File: src/axi_wslv_pkg.sv
/*
 * Widths, buffer depths and codes shared by the AXI4 write slave front end.
 * The data bus is fixed at 32 bits. WRAP bursts are not supported and have no code.
 */
package axi_wslv_pkg;

    // ------------------------------------------------------------------------
    // AXI bus widths
    // ------------------------------------------------------------------------
    localparam int DATA_W     = 32;
    localparam int STRB_W     = DATA_W / 8;
    // Largest legal AWSIZE, one full data word per beat
    localparam int BYTES_LOG2 = $clog2(STRB_W);
    localparam int ADDR_W     = 32;
    localparam int ID_W       = 4;
    localparam int LEN_W      = 8;
    localparam int SIZE_W     = 3;
    localparam int BURST_W    = 2;
    localparam int RESP_W     = 2;

    // ------------------------------------------------------------------------
    // Buffers
    // ------------------------------------------------------------------------
    localparam int AW_DEPTH   = 4;
    localparam int W_DEPTH    = 16;
    localparam int B_DEPTH    = 4;
    // Packed words, fields in AXI order
    localparam int AW_WORD_W  = ID_W + ADDR_W + LEN_W + SIZE_W + BURST_W;
    localparam int W_WORD_W   = DATA_W + STRB_W + 1;
    localparam int B_WORD_W   = ID_W + RESP_W;

    // Burst types, RESERVED is handled as INCR
    localparam logic [BURST_W-1:0] BT_FIXED = BURST_W'(0);
    localparam logic [BURST_W-1:0] BT_INCR  = BURST_W'(1);

    localparam logic [RESP_W-1:0] RESP_OKAY   = RESP_W'(0);
    localparam logic [RESP_W-1:0] RESP_SLVERR = RESP_W'(2);

    // Controller phases
    localparam int PHASE_W = 2;
    localparam logic [PHASE_W-1:0] PH_FIRST = 2'd0;
    localparam logic [PHASE_W-1:0] PH_BURST = 2'd1;
    localparam logic [PHASE_W-1:0] PH_BRESP = 2'd2;
    localparam logic [PHASE_W-1:0] PH_IDLE  = 2'd3;

    // 4 KB page boundary
    localparam int PAGE_BIT = 12;

endpackage

File: src/burst_addr_if.sv
/*
 * Burst header from the controller to the address generator and beat addresses back.
 * load and advance are single-cycle pulses and never occur together.
 */
interface burst_addr_if;
    import axi_wslv_pkg::*;

    // Header of the burst in flight
    logic [ADDR_W-1:0]  start_addr;
    logic [SIZE_W-1:0]  size;
    logic [BURST_W-1:0] burst;
    // Beat 0 issued of a burst with more beats to follow
    logic               load;
    // Any later beat issued
    logic               advance;

    // Beat 0 address and running address of later beats
    logic [ADDR_W-1:0]  first_addr;
    logic [ADDR_W-1:0]  beat_addr;

    modport ctrl (
        output start_addr, size, burst, load, advance,
        input  first_addr, beat_addr
    );

    modport gen (
        input  start_addr, size, burst, load, advance,
        output first_addr, beat_addr
    );

endinterface

File: src/sync_fifo.sv
/*
 * Show-ahead FIFO. The head word is valid whenever empty is low.
 * A push is visible at head one cycle later. A push while full is illegal.
 */
module sync_fifo #(
    parameter int WIDTH = 8,
    parameter int DEPTH = 4
) (
    input  logic             clk,
    input  logic             rst_n,
    input  logic             push,
    input  logic [WIDTH-1:0] din,
    output logic             full,
    input  logic             pop,
    output logic [WIDTH-1:0] head,
    output logic             empty
);
    localparam int PTR_W = (DEPTH > 1) ? $clog2(DEPTH) : 1;
    localparam int CNT_W = $clog2(DEPTH + 1);

    logic [WIDTH-1:0] mem [DEPTH];
    logic [PTR_W-1:0] wr_ptr;
    logic [PTR_W-1:0] rd_ptr;
    logic [CNT_W-1:0] count;

    // Storage array
    always_ff @(posedge clk) begin
        if (push) begin
            mem[wr_ptr] <= din;
        end
    end

    // Pointers wrap at DEPTH, which need not be a power of two
    always_ff @(posedge clk or negedge rst_n) begin
        if (!rst_n) begin
            wr_ptr <= '0;
            rd_ptr <= '0;
            count  <= '0;
        end else begin
            if (push) begin
                wr_ptr <= (wr_ptr == PTR_W'(DEPTH - 1)) ? '0 : wr_ptr + 1'b1;
            end
            if (pop) begin
                rd_ptr <= (rd_ptr == PTR_W'(DEPTH - 1)) ? '0 : rd_ptr + 1'b1;
            end
            case ({push, pop})
                2'b10:   count <= count + 1'b1;
                2'b01:   count <= count - 1'b1;
                default: count <= count;
            endcase
        end
    end

    assign head  = mem[rd_ptr];
    assign empty = (count == '0);
    assign full  = (count == CNT_W'(DEPTH));

    // Callers must respect the flags
    a_no_overflow: assert property (@(posedge clk) disable iff (!rst_n) !(push && full));
    a_no_underflow: assert property (@(posedge clk) disable iff (!rst_n) !(pop && empty));

endmodule

File: src/burst_addr_gen.sv
/*
 * Beat address generator for FIXED and INCR bursts. WRAP and RESERVED step like INCR.
 * Sizes wider than the bus are addressed as full-word beats.
 * A step that would leave the 4 KB page repeats the previous address.
 */
module burst_addr_gen (
    input  logic      clk,
    input  logic      rst_n,
    burst_addr_if.gen addr_bus
);
    import axi_wslv_pkg::*;

    logic [SIZE_W-1:0] eff_size;
    logic [ADDR_W-1:0] size_mask;
    logic [ADDR_W-1:0] aligned_addr;
    logic [ADDR_W-1:0] step;
    logic [ADDR_W-1:0] base_addr;
    logic [ADDR_W-1:0] cand_addr;
    logic [ADDR_W-1:0] next_addr;
    logic [ADDR_W-1:0] beat_q;

    // ------------------------------------------------------------------------
    // Size decode
    // ------------------------------------------------------------------------
    // Clamp to the bus width. The controller flags the error separately.
    assign eff_size = (addr_bus.size > SIZE_W'(BYTES_LOG2)) ?
                      SIZE_W'(BYTES_LOG2) : addr_bus.size;

    // Low address bits below the transfer size are cleared
    assign size_mask    = {ADDR_W{1'b1}} << eff_size;
    assign aligned_addr = addr_bus.start_addr & size_mask;

    always_comb begin
        case (addr_bus.burst)
            BT_FIXED: step = '0;
            // INCR step, also taken by WRAP and RESERVED
            default:  step = ADDR_W'(1) << eff_size;
        endcase
    end

    // ------------------------------------------------------------------------
    // Running beat address
    // ------------------------------------------------------------------------
    // Beat 1 steps from the aligned start, later beats from the last address
    assign base_addr = addr_bus.load ? aligned_addr : beat_q;
    assign cand_addr = base_addr + step;

    // Page bit differs from the start address, so the address is held
    assign next_addr = (cand_addr[PAGE_BIT] != addr_bus.start_addr[PAGE_BIT]) ?
                       base_addr : cand_addr;

    always_ff @(posedge clk or negedge rst_n) begin
        if (!rst_n) begin
            beat_q <= '0;
        end else if (addr_bus.load || addr_bus.advance) begin
            beat_q <= next_addr;
        end
    end

    // Beat 0 keeps the unaligned address
    assign addr_bus.first_addr = addr_bus.start_addr;
    assign addr_bus.beat_addr  = beat_q;

endmodule

File: src/wburst_ctrl.sv
/*
 * Replays buffered AXI write bursts to the user port, one beat per granted cycle.
 * Beat 0 needs both AW and W heads. The response is pushed on the last beat,
 * or later in PH_BRESP while the B buffer is full. WLAST must match AWLEN.
 */
module wburst_ctrl (
    input  logic                                clk,
    input  logic                                rst_n,
    input  logic [axi_wslv_pkg::AW_WORD_W-1:0]  aw_head,
    input  logic                                aw_empty,
    output logic                                aw_pop,
    input  logic [axi_wslv_pkg::W_WORD_W-1:0]   w_head,
    input  logic                                w_empty,
    output logic                                w_pop,
    input  logic                                b_full,
    output logic                                b_push,
    output logic [axi_wslv_pkg::B_WORD_W-1:0]   b_word,
    input  logic                                grant,
    burst_addr_if.ctrl                          addr_bus,
    output logic                                user_we,
    output logic [axi_wslv_pkg::ID_W-1:0]       user_id,
    output logic [axi_wslv_pkg::ADDR_W-1:0]     user_addr,
    output logic [axi_wslv_pkg::DATA_W-1:0]     user_data,
    output logic [axi_wslv_pkg::STRB_W-1:0]     user_strb,
    output logic                                user_last
);
    import axi_wslv_pkg::*;

    // Buffer head fields
    logic [ID_W-1:0]    hd_id;
    logic [ADDR_W-1:0]  hd_addr;
    logic [LEN_W-1:0]   hd_len;
    logic [SIZE_W-1:0]  hd_size;
    logic [BURST_W-1:0] hd_burst;
    logic [DATA_W-1:0]  w_data;
    logic [STRB_W-1:0]  w_strb;
    logic               w_last;
    // Header held for the rest of the burst
    logic [ID_W-1:0]    id_q;
    logic [ADDR_W-1:0]  addr_q;
    logic [LEN_W-1:0]   len_q;
    logic [SIZE_W-1:0]  size_q;
    logic [BURST_W-1:0] burst_q;
    logic [ID_W-1:0]    cur_id;
    logic [SIZE_W-1:0]  cur_size;
    logic [PHASE_W-1:0] phase_q;
    logic [PHASE_W-1:0] phase_d;
    logic [LEN_W-1:0]   beat_cnt;
    logic               in_first;
    logic               first_issue;
    logic               burst_issue;
    logic               beat_issue;
    logic               burst_last;
    logic [RESP_W-1:0]  resp;

    assign {hd_id, hd_addr, hd_len, hd_size, hd_burst} = aw_head;
    assign {w_data, w_strb, w_last} = w_head;

    // ------------------------------------------------------------------------
    // Beat issue
    // ------------------------------------------------------------------------
    assign in_first    = (phase_q == PH_FIRST);
    assign first_issue = in_first && !aw_empty && !w_empty && grant;
    assign burst_issue = (phase_q == PH_BURST) && !w_empty && grant;
    assign beat_issue  = first_issue || burst_issue;

    // Single-beat bursts end on beat 0
    assign burst_last = (first_issue && hd_len == '0) ||
                        (burst_issue && beat_cnt == len_q);

    assign aw_pop = first_issue;
    assign w_pop  = beat_issue;

    // Head fields in PH_FIRST, held copy after that
    assign cur_id   = in_first ? hd_id : id_q;
    assign cur_size = in_first ? hd_size : size_q;

    always_ff @(posedge clk) begin
        if (aw_pop) begin
            id_q    <= hd_id;
            addr_q  <= hd_addr;
            len_q   <= hd_len;
            size_q  <= hd_size;
            burst_q <= hd_burst;
        end
    end

    // Beat 0 counts as one, so the last beat sees len
    always_ff @(posedge clk or negedge rst_n) begin
        if (!rst_n) begin
            beat_cnt <= '0;
        end else if (first_issue) begin
            beat_cnt <= LEN_W'(1);
        end else if (burst_issue) begin
            beat_cnt <= beat_cnt + 1'b1;
        end
    end

    // ------------------------------------------------------------------------
    // Phase machine
    // ------------------------------------------------------------------------
    always_comb begin
        phase_d = phase_q;
        case (phase_q)
            PH_IDLE: phase_d = PH_FIRST;
            PH_FIRST: begin
                if (first_issue && hd_len != '0) begin
                    phase_d = PH_BURST;
                end else if (burst_last && b_full) begin
                    phase_d = PH_BRESP;
                end
            end
            PH_BURST: begin
                if (burst_last) begin
                    phase_d = b_full ? PH_BRESP : PH_FIRST;
                end
            end
            // Wait for room in the B buffer
            PH_BRESP: begin
                if (!b_full) begin
                    phase_d = PH_FIRST;
                end
            end
            default: phase_d = PH_IDLE;
        endcase
    end

    always_ff @(posedge clk or negedge rst_n) begin
        if (!rst_n) begin
            phase_q <= PH_IDLE;
        end else begin
            phase_q <= phase_d;
        end
    end

    // Response
    assign resp   = (cur_size > SIZE_W'(BYTES_LOG2)) ? RESP_SLVERR : RESP_OKAY;
    assign b_push = !b_full && (burst_last || phase_q == PH_BRESP);
    assign b_word = {cur_id, resp};

    // Address generator
    assign addr_bus.start_addr = in_first ? hd_addr : addr_q;
    assign addr_bus.size       = cur_size;
    assign addr_bus.burst      = in_first ? hd_burst : burst_q;
    assign addr_bus.load       = first_issue && hd_len != '0;
    assign addr_bus.advance    = burst_issue;

    // User write port
    assign user_we   = beat_issue;
    assign user_id   = cur_id;
    assign user_addr = in_first ? addr_bus.first_addr : addr_bus.beat_addr;
    assign user_data = w_data;
    assign user_strb = beat_issue ? w_strb : '0;
    assign user_last = beat_issue ? w_last : 1'b0;

    // Arbiter grant is honoured on every beat
    a_we_granted: assert property (@(posedge clk) disable iff (!rst_n) user_we |-> grant);
    // Master WLAST agrees with the AWLEN beat count
    a_wlast_len: assert property (@(posedge clk) disable iff (!rst_n)
        user_we |-> (w_last == burst_last));

endmodule

File: src/axi_wslv.sv
/*
 * AXI4 write slave front end on a single clock. Bursts reach the user port only
 * while grant is high. Responses come back in order, SLVERR for oversized transfers.
 */
module axi_wslv (
    input  logic                               clk,
    input  logic                               rst_n,
    // AW channel
    input  logic [axi_wslv_pkg::ID_W-1:0]      awid,
    input  logic [axi_wslv_pkg::ADDR_W-1:0]    awaddr,
    input  logic [axi_wslv_pkg::LEN_W-1:0]     awlen,
    input  logic [axi_wslv_pkg::SIZE_W-1:0]    awsize,
    input  logic [axi_wslv_pkg::BURST_W-1:0]   awburst,
    input  logic                               awvalid,
    output logic                               awready,
    // W channel
    input  logic [axi_wslv_pkg::DATA_W-1:0]    wdata,
    input  logic [axi_wslv_pkg::STRB_W-1:0]    wstrb,
    input  logic                               wlast,
    input  logic                               wvalid,
    output logic                               wready,
    // B channel
    output logic [axi_wslv_pkg::ID_W-1:0]      bid,
    output logic [axi_wslv_pkg::RESP_W-1:0]    bresp,
    output logic                               bvalid,
    input  logic                               bready,
    // User write port
    input  logic                               grant,
    output logic                               user_we,
    output logic [axi_wslv_pkg::ID_W-1:0]      user_id,
    output logic [axi_wslv_pkg::ADDR_W-1:0]    user_addr,
    output logic [axi_wslv_pkg::DATA_W-1:0]    user_data,
    output logic [axi_wslv_pkg::STRB_W-1:0]    user_strb,
    output logic                               user_last
);
    import axi_wslv_pkg::*;

    logic [AW_WORD_W-1:0] aw_head;
    logic                 aw_full;
    logic                 aw_empty;
    logic                 aw_pop;
    logic [W_WORD_W-1:0]  w_head;
    logic                 w_full;
    logic                 w_empty;
    logic                 w_pop;
    logic [B_WORD_W-1:0]  b_word;
    logic [B_WORD_W-1:0]  b_head;
    logic                 b_full;
    logic                 b_empty;
    logic                 b_push;

    burst_addr_if addr_bus ();

    // AXI handshakes follow the buffer flags
    assign awready = !aw_full;
    assign wready  = !w_full;
    assign bvalid  = !b_empty;
    assign {bid, bresp} = b_head;

    sync_fifo #(.WIDTH(AW_WORD_W), .DEPTH(AW_DEPTH)) aw_buffer (
        .clk   (clk),
        .rst_n (rst_n),
        .push  (awvalid && awready),
        .din   ({awid, awaddr, awlen, awsize, awburst}),
        .full  (aw_full),
        .pop   (aw_pop),
        .head  (aw_head),
        .empty (aw_empty)
    );

    sync_fifo #(.WIDTH(W_WORD_W), .DEPTH(W_DEPTH)) w_buffer (
        .clk   (clk),
        .rst_n (rst_n),
        .push  (wvalid && wready),
        .din   ({wdata, wstrb, wlast}),
        .full  (w_full),
        .pop   (w_pop),
        .head  (w_head),
        .empty (w_empty)
    );

    sync_fifo #(.WIDTH(B_WORD_W), .DEPTH(B_DEPTH)) b_buffer (
        .clk   (clk),
        .rst_n (rst_n),
        .push  (b_push),
        .din   (b_word),
        .full  (b_full),
        .pop   (bvalid && bready),
        .head  (b_head),
        .empty (b_empty)
    );

    wburst_ctrl u_ctrl (
        .clk       (clk),
        .rst_n     (rst_n),
        .aw_head   (aw_head),
        .aw_empty  (aw_empty),
        .aw_pop    (aw_pop),
        .w_head    (w_head),
        .w_empty   (w_empty),
        .w_pop     (w_pop),
        .b_full    (b_full),
        .b_push    (b_push),
        .b_word    (b_word),
        .grant     (grant),
        .addr_bus  (addr_bus),
        .user_we   (user_we),
        .user_id   (user_id),
        .user_addr (user_addr),
        .user_data (user_data),
        .user_strb (user_strb),
        .user_last (user_last)
    );

    burst_addr_gen u_addr_gen (
        .clk      (clk),
        .rst_n    (rst_n),
        .addr_bus (addr_bus)
    );

endmodule

File: config.mk
export PLATFORM = sky130hd
export DESIGN_NAME = axi_wslv
export DESIGN_NICKNAME = d
export VERILOG_FILES = /design/src/axi_wslv_pkg.sv /design/src/burst_addr_if.sv /design/src/sync_fifo.sv /design/src/burst_addr_gen.sv /design/src/wburst_ctrl.sv /design/src/axi_wslv.sv
export SDC_FILE = /design/constraint.sdc
export NUM_CORES = 1
export LEC_CHECK = 0
export BUFFER_PORTS_ARGS = -buffer_cell sky130_fd_sc_hd__buf_2
export CORE_MARGIN = 8
export CORE_UTILIZATION = 50
export DETAILED_ROUTE_END_ITERATION = 12
export PLACE_DENSITY = 0.67
export SYNTH_ARGS = -nofsm -noshare
export SYNTH_HDL_FRONTEND = slang
export SYNTH_SLANG_ARGS = --single-unit
File: constraint.sdc
create_clock -name clk -period 15.1 [get_ports clk]
set_input_delay 1.51 -clock clk [delete_from_list [all_inputs] [get_ports clk]]
set_output_delay 1.51 -clock clk [all_outputs]
set_load 0.05 [all_outputs]
==> metrics.md, run 1 <==
| Metric | Value |
|---|---|
| Leak | 14.26 nW |
| Yosys reg bits | 926 |
| Busiest grt layer | met2 |
| WL final | 79.20 mm |
| Power Density | 199.2 nW/um^2 |
| Pin count of the biggest net entering global routing | 69 |
| Wire per inst | 24.83 um |
| Post-synth EDFFs | 857 |
| RSZ-0062 raised after global routing | false |
| Async SR Flop Fraction | 7.451% |
| Status | complete, no violations |
| Antenna viol nets, final | 0 |
| CTS max path bufs | 3 |
| Slew @ Worst Pin | 1.143 ns |
| CP Data Required Time | 13.59 ns |
| Core area | 74070 sq um |
| Clk sinks | 926 |
| Number of global-route vias before repair | 19710 |
| Seq/Total Area, Yosys | 73.69% |
| Vias per std cell | 5.821 |
| Initial antenna violation count | 13 |
| Final slew viol count | 0 |
| Post-Syn Area | 37270 sq um |
| Final cycle utilization of the critical path | 41.26% |
| Max_cap viols | 0 |
| Total Power | 0.008470 W |
| Delay of the slowest critical-path stage | 0.87 ns |
| VDD IR max | 0.1828 mV |
| Row count | 100 |
| All-Layer GR Usage | 19.13% |
| Fraction of met3 tracks used by global routing | 3.897% |
| Critical path type | reg2out |
| Final hold violations | 0 |
| H-tree depth | 3 |
| I/O pin total | 175 |
| Synth Area per Inst | 19.39 sq um |
| Post-DP HPWL | 45.48 mm |
| Top delay family on crit path | buffers and inverters |
| Die Y | 289.0 um |
| Port buffer count | 173 |
| Most frequent cells in the layout | 857 x edfxtp_1, 239 x mux4_2, 185 x nand2_1, 172 x buf_2, 94 x clkbuf_16 |
| Area growth syn-to-layout | 14.08% |
| Crit path DAT | 4.72 ns |
| Cell variety after synth | 71 |
| Layout cells sized above 1 | 28.86% |
| 1st-pass router iterations | 5 |
| Routability cong. | 0.8554 |
| First-pass GRT wire length | 120.6 mm |
| WP buf/inv | 3 |
| Inserted Clock Buffers | 93 |
| CTS tree | done |
| Hold Crit Class | reg2reg |
| Fmax | 0.1605 GHz |
| Setup crit end kind | output pin |
| Synth Instances | 1922 |
| Yosys Warn Count | 0 |
| M2 GR Usage | 33.31% |
| Routed vias | 18570 |
| Fin crit period | 6.231 ns |
| Met1 Resource Use GR | 24.48% |
| Root buffer cell | clkbuf_16 |
| Cell breakdown of the critical path | buf_4 > buf_4 > mux4_2 > mux4_2 > and2_1 > buf_2 |
| Initial DRC count | 1463 |
| DR DRC count | 0 |
| Fin Setup TNS | 0 ns |
| Final global-route overflow total | 0 |
| Commonest non-fill, non-tap cell in the layout | edfxtp_1 |
| Starting Density | 50.31% |
| CP Max Fanout | 51 |
| Postcts setup bufs | 0 |
| Die width | 289.0 um |
| CP max-delay cell | buf_4 |
| Skew final | 0.03792 ns |
| Hold_buf cts | 0 |
| Final setup viols | 0 |
| CP startpoint kind | flip-flop |
| Clk_lat worst skew | 0.66 ns |
| Layout Nets | 2259 |
| # resized after CTS | 0 |
| Clock transition at path regs | 0.06 ns |
| Filler cells | 5471 |
| Main synth FF type | edfxtp_1 |
| Hold WS | 0.4936 ns |
| Slew Limit Headroom | 23.51% |
| Die ar. | 83530 sq um |
## kinds of logic (layout without fill, tap and decap cells)
logic type / Yosys count / count (layout) / synth area share, %
AO/OA/AOI/OAI: 145 / 145 / 2.568
XOR/XNOR: 63 / 63 / 1.481
adder cells (fa/ha/maj): 34 / 34 / 1.222
buffers and inverters: 125 / 412 / 1.370
flip-flops: 926 / 926 / 73.69
multiplexers: 267 / 267 / 15.22
other: 1 / 13 / 0.01006
AND/OR/NAND/NOR: 361 / 361 / 4.438
## through the flow
step	utilization [%]	std cells	setup slack (ns)	instance area [sq um]
floorplan	-	1927	9.735	37290
global placement	53.15	3007	9.088	39370
detailed placement	53.15	3007	8.744	39370
CTS	57.37	3183	8.658	42500
global route	57.38	3184	8.479	42500
finish	57.40	3190	8.869	42510
## synth_stat cells (all sizes together), types with 4 or more instances
| master | count | share of area (%) |
|---|---|---|
| o211a | 4 | 0.11 |
| a211oi | 4 | 0.081 |
| o2111ai | 4 | 0.11 |
| buf | 35 | 0.46 |
| nand4 | 22 | 0.37 |
| or2 | 4 | 0.067 |
| edfxtp | 857 | 69 |
| nor4 | 7 | 0.17 |
| inv | 28 | 0.28 |
| mux2i | 22 | 0.59 |
| a21oi | 26 | 0.36 |
| ha | 30 | 1.0 |
| nand2b | 5 | 0.084 |
| nor2 | 58 | 0.58 |
| dfrtp | 67 | 4.5 |
| and2 | 12 | 0.20 |
| and3 | 13 | 0.22 |
| or3 | 7 | 0.12 |
| o211ai | 6 | 0.12 |
| a21boi | 6 | 0.12 |
| a21o | 9 | 0.18 |
| or4 | 7 | 0.15 |
| xnor2 | 36 | 0.85 |
| nand2 | 185 | 1.9 |
| clkbuf | 61 | 0.61 |
| xor2 | 27 | 0.63 |
| nand3 | 26 | 0.36 |
| nor3 | 9 | 0.12 |
| a31oi | 16 | 0.27 |
| mux2 | 6 | 0.18 |
| o21ai | 45 | 0.64 |
| mux4 | 239 | 14 |
| fa | 4 | 0.21 |
## registers in the layout, indices dropped and copies added (netlist names), 3 cells and up
register,cells
aw_buffer.count,3
aw_buffer.mem,196
b_buffer.count,3
b_buffer.mem,20
u_addr_gen.addr_bus.beat_addr,32
u_ctrl.addr_q,32
u_ctrl.beat_cnt,8
u_ctrl.id_q,4
u_ctrl.len_q,8
u_ctrl.size_q,3
w_buffer.count,5
w_buffer.mem,592
w_buffer.rd_ptr,4
w_buffer.wr_ptr,4
## final timing paths
check,cells past startpoint,start,end,slack [ns]
setup / recovery,6,w_buffer.rd_ptr[0]$_DFFE_PN0P_,user_last,8.87
hold / removal,1,aw_buffer.count[0]$_DFFE_PN0P_,aw_buffer.count[0]$_DFFE_PN0P_,0.49
setup reg to reg,17,aw_buffer.rd_ptr[0]$_DFFE_PN0N_,u_addr_gen.addr_bus.beat_addr[9]$_DFFE_PN0P_,8.92
hold reg to reg,1,aw_buffer.count[0]$_DFFE_PN0P_,aw_buffer.count[0]$_DFFE_PN0P_,0.49
max in group asynchronous,2,rst_n,w_buffer.rd_ptr[2]$_DFFE_PN0P_,13.18
min in group asynchronous,1,rst_n,aw_buffer.rd_ptr[0]$_DFFE_PN0N_,0.66
## metal layers
layer | wire length [um] | vias up
li1 | - | 8193
met2 | 40860 | 548
met4 | 1609 | 10
met3 | 4741 | 127
met1 | 31920 | 9692
met5 | 69 | -
## worst reg2reg max path: cells and delay by family (launching register included)
family	cells	cell delay, ns
flip-flops	1	0.63
adder cells (fa/ha/maj)	2	0.62
AO/OA/AOI/OAI	6	2.14
XOR/XNOR	1	0.23
buffers and inverters	2	0.71
AND/OR/NAND/NOR	4	0.84
multiplexers	2	0.91
## power by group
group | leakage, nW | internal (W) | total [W] | switching, W
Combinational | 4.14 | 0.00103 | 0.00271 | 0.00168
Sequential | 8.59 | 0.00320 | 0.00346 | 0.000263
Clock | 1.52 | 0.00134 | 0.00230 | 0.000965
## final cells by class
class                           instances  area, sq um  share of cell area (%)
Sequential cell                       926        27480                   64.64
Multi-Input combinational cell        876         9442                   22.21
Clock buffer                          129         2594                   6.101
Tap cell                              969         1212                   2.852
Timing Repair Buffer                  207         1124                   2.643
Clock inverter                         47        535.5                   1.260
Inverter                               29        108.9                  0.2560
Antenna cell                            7        17.52                 0.04120
(Power assumes the default switching activity.)
==> inputs of run 2 (changes only) <==
- ABC_AREA: unset -> 1
- clock period: 15.1 -> 6.3 ns (I/O delays scaled with it)
==> metrics.md, run 2 <==
| Metric | Value |
|---|---|
| All-Layer GR Usage | 21.13% (+2.0 points) |
| Crit path top cell by count | nand2_1 |
| Util after Layout | 57.04% (-0.35 points) |
| Main synth FF type | edfxtp_1 |
| Area growth syn-to-layout | 12.66% |
| Die width | 293.6 um (+1.6%) |
| Core area | 76080 sq um (+2.7%) |
| Synth top area cells | edfxtp_1 67%, nand2_1 5.6%, o21ai_0 5.3% |
| Final setup viols | 0 (unchanged) |
| Antenna viol nets, final | 0 (unchanged) |
| Count leader, synth | edfxtp_1 |
| Pin count of the biggest net entering global routing | 194 (+180%) |
| Clk sinks | 926 (unchanged) |
| Seq/Total Area, Yosys | 71.30% (-2.4 points) |
| Status | complete, no violations |
| Cell variety after synth | 51 (-28%) |
| Synth Instances | 3220 (+68%) |
| Hold Crit Class | in2reg |
| Setup ws final | 0.8490 ns (-8.020 ns) |
| Root buffer cell | clkbuf_16 |
| Wire per inst | 20.80 um (-16%) |
| Vias per std cell | 5.634 (-3.2%) |
| Post-synth top area cell | edfxtp_1 |
| Max_cap viols | 0 (unchanged) |
| Crit path launch | aw_buffer.rd_ptr[0]$_DFFE_PN0N_ |
| Critical path type | reg2reg |
| Post-Syn Area | 38520 sq um (+3.4%) |
| # resized after CTS | 0 (unchanged) |
| Commonest non-fill, non-tap cell in the layout | edfxtp_1 |
| Inserted Clock Buffers | 92 (-1.1%) |
| Worst r2r src | aw_buffer.rd_ptr[0]$_DFFE_PN0N_ |
| Filler cells | 6201 (+13%) |
| VDD IR max | 0.4926 mV (+170%) |
| Clk_lat worst skew | 0.67 ns (about the same) |
| Die Y | 293.6 um (+1.6%) |
| CP Max Fanout | 54 (+5.9%) |
| CP max-delay cell | dfrtp_4 |
| CTS tree | done |
| Final slew viol count | 0 (unchanged) |
| Final global-route overflow total | 0 (unchanged) |
| Routability cong. | 0.8549 (about the same) |
| DR DRC count | 0 (unchanged) |
| Post-synth EDFFs | 857 (unchanged) |
| Crit path DAT | 6.03 ns (+1.31 ns) |
| Total Power | 0.02143 W (+150%) |
| Delay of the slowest critical-path stage | 0.63 ns (-0.24 ns) |
| Synth Area per Inst | 11.96 sq um (-38%) |
| Final cycle utilization of the critical path | 86.52% |
| CP Data Required Time | 6.88 ns (-6.71 ns) |
| Skew final | 0.05874 ns (+0.02082 ns) |
| Fin crit period | 5.451 ns |
| Starting Density | 50.63% (+0.32 points) |
| Yosys reg bits | 926 (unchanged) |
| Post-DP Area | 40380 sq um (+2.6%) |
| First-pass GRT wire length | 141.8 mm (+18%) |
| Synth top cells by count | 857 x edfxtp_1, 570 x nand2_1, 411 x o21ai_0 |
| Number of flip-flops in the largest register | 592 (unchanged) |
| I/O pin total | 175 (unchanged) |
| CTS max path bufs | 3 (unchanged) |
| WL final | 92.70 mm (+17%) |
| Area occupied by multi-input gates | 9854 sq um (+4.4%) |
| Sequential Area | 27480 sq um (about the same) |
| Routed vias | 25110 (+35%) |
| Slew Limit Headroom | 26.41% (+2.9 points) |
| Biggest regs | w_buffer.mem: 592 flops, aw_buffer.mem: 196 flops |
| Layout Nets | 3475 (+54%) |
| CP startpoint kind | flip-flop |
| Power Density | 493.8 nW/um^2 (+150%) |
| Post-route cell area | 43400 sq um (+2.1%) |
| RSZ-0062 raised after global routing | false |
| Top reg by flops | w_buffer.mem |
| Leak | 15.50 nW (+8.7%) |
| Slew @ Worst Pin | 1.104 ns (-0.03923 ns) |
| Async SR Flop Fraction | 7.451% (unchanged) |
| Most frequent cells in the layout | 857 x edfxtp_1, 570 x nand2_1, 411 x o21ai_0, 373 x nor2_1, 183 x nand3_1 |
| Setup crit end kind | flip-flop |
| H-tree depth | 3 (unchanged) |
| Layout cells sized above 1 | 12.20% (-17 points) |
| Clock transition at path regs | 0.06 ns (about the same) |
| Post-DP HPWL | 52.09 mm (+15%) |
| Initial DRC count | 2393 (+64%) |
| Number of global-route vias before repair | 24030 (+22%) |
| Final hold violations | 0 (unchanged) |
| Row count | 101 (+1.0%) |
| Port buffer count | 173 (unchanged) |
| 1st-pass router iterations | 5 (unchanged) |
| Yosys top cell area share | 66.81% (-2.2 points) |
| Worst hold path startpoint | awaddr[25] |
| Die ar. | 86180 sq um (+3.2%) |
| Yosys Warn Count | 0 (unchanged) |
| Pre-CTS setup slack | 0.8772 ns (-7.867 ns) |
| Fmax | 0.1835 GHz |
| Fin Setup TNS | 0 ns (unchanged) |
| Initial antenna violation count | 15 (+2) |
-- run 2: critical path: cells and delay by family, from the launching register on --
kind / cells / cell delay [ns]
AO/OA/AOI/OAI: 3 / 0.52
adder cells (fa/ha/maj): 2 / 0.60
buffers and inverters: 4 / 0.97
flip-flops: 1 / 0.63
AND/OR/NAND/NOR: 20 / 2.59
-- run 2: repair_timing --
action / in CTS / in global routing
hold buffers: 1 / 0
endpoints found under the hold margin: 33 / 0
buffers inserted: 0 / 0
endpoints found under the setup margin: 0 / 0
-- run 2: cell families (layout without fill, tap and decap cells) --
family | after synthesis | count (layout) | share of synthesized area (%)
flip-flops | 926 | 926 | 71.30
other | 1 | 14 | 0.009735
adder cells (fa/ha/maj) | 34 | 34 | 1.182
AND/OR/NAND/NOR | 1206 | 1206 | 12.85
multiplexers | 4 | 4 | 0.1169
AO/OA/AOI/OAI | 697 | 697 | 10.31
buffers and inverters | 324 | 518 | 3.596
XOR/XNOR | 28 | 28 | 0.6367
-- run 2: final timing paths --
path	to	slack [ns]	cells past startpoint
min	aw_buffer.mem[0][38]$_DFFE_PP_	0.17	1
max reg2reg	u_addr_gen.addr_bus.beat_addr[7]$_DFFE_PN0P_	0.85	29
max in group asynchronous	aw_buffer.rd_ptr[0]$_DFFE_PN0N_	4.88	3
min in group asynchronous	u_addr_gen.addr_bus.beat_addr[26]$_DFFE_PN0P_	0.47	2
max	u_addr_gen.addr_bus.beat_addr[7]$_DFFE_PN0P_	0.85	29
min reg2reg	u_addr_gen.addr_bus.beat_addr[31]$_DFFE_PN0P_	0.49	2
-- run 2: per-stage QoR --
stage	hold slack (ns)	cells
4_1_cts	0.1370	4449
6_report	0.1747	4457
5_1_grt	0.1579	4454
3_5_place_dp	0.4708	4284
2_1_floorplan	0.3344	3225
3_3_place_gp	0.4658	4284
-- run 2: cell type report --
cell class / count / area share [%]
diodes: 8 / 0.04613
clock buffers: 103 / 5.423
clock inverters: 61 / 1.462
inverters: 130 / 1.153
multi-input cells: 1975 / 22.71
flip-flops and latches: 926 / 63.32
well taps: 1030 / 2.970
repair buffers: 224 / 2.918
-- run 2: per-layer routing --
| metal | global-route usage, % | share of wire (%) | vias up |
|---|---|---|---|
| li1 | - | - | 11820 |
| met3 | 4.219 | 7.6 | 170 |
| met4 | 7.770 | 3.1 | 12 |
| met5 | 0 | 0.080 | - |
| met1 | 29.18 | 43 | 12240 |
| met2 | 33.24 | 46 | 875 |
-- run 2: power by group --
| part | internal [W] | switching (W) | total (W) | leakage [nW] |
|---|---|---|---|---|
| registers | 0.00771 | 0.000509 | 0.00822 | 8.62 |
| clock network | 0.00301 | 0.00235 | 0.00536 | 1.45 |
| logic | 0.00197 | 0.00589 | 0.00786 | 5.43 |
| total | 0.0127 | 0.00875 | 0.0214 | 15.5 |
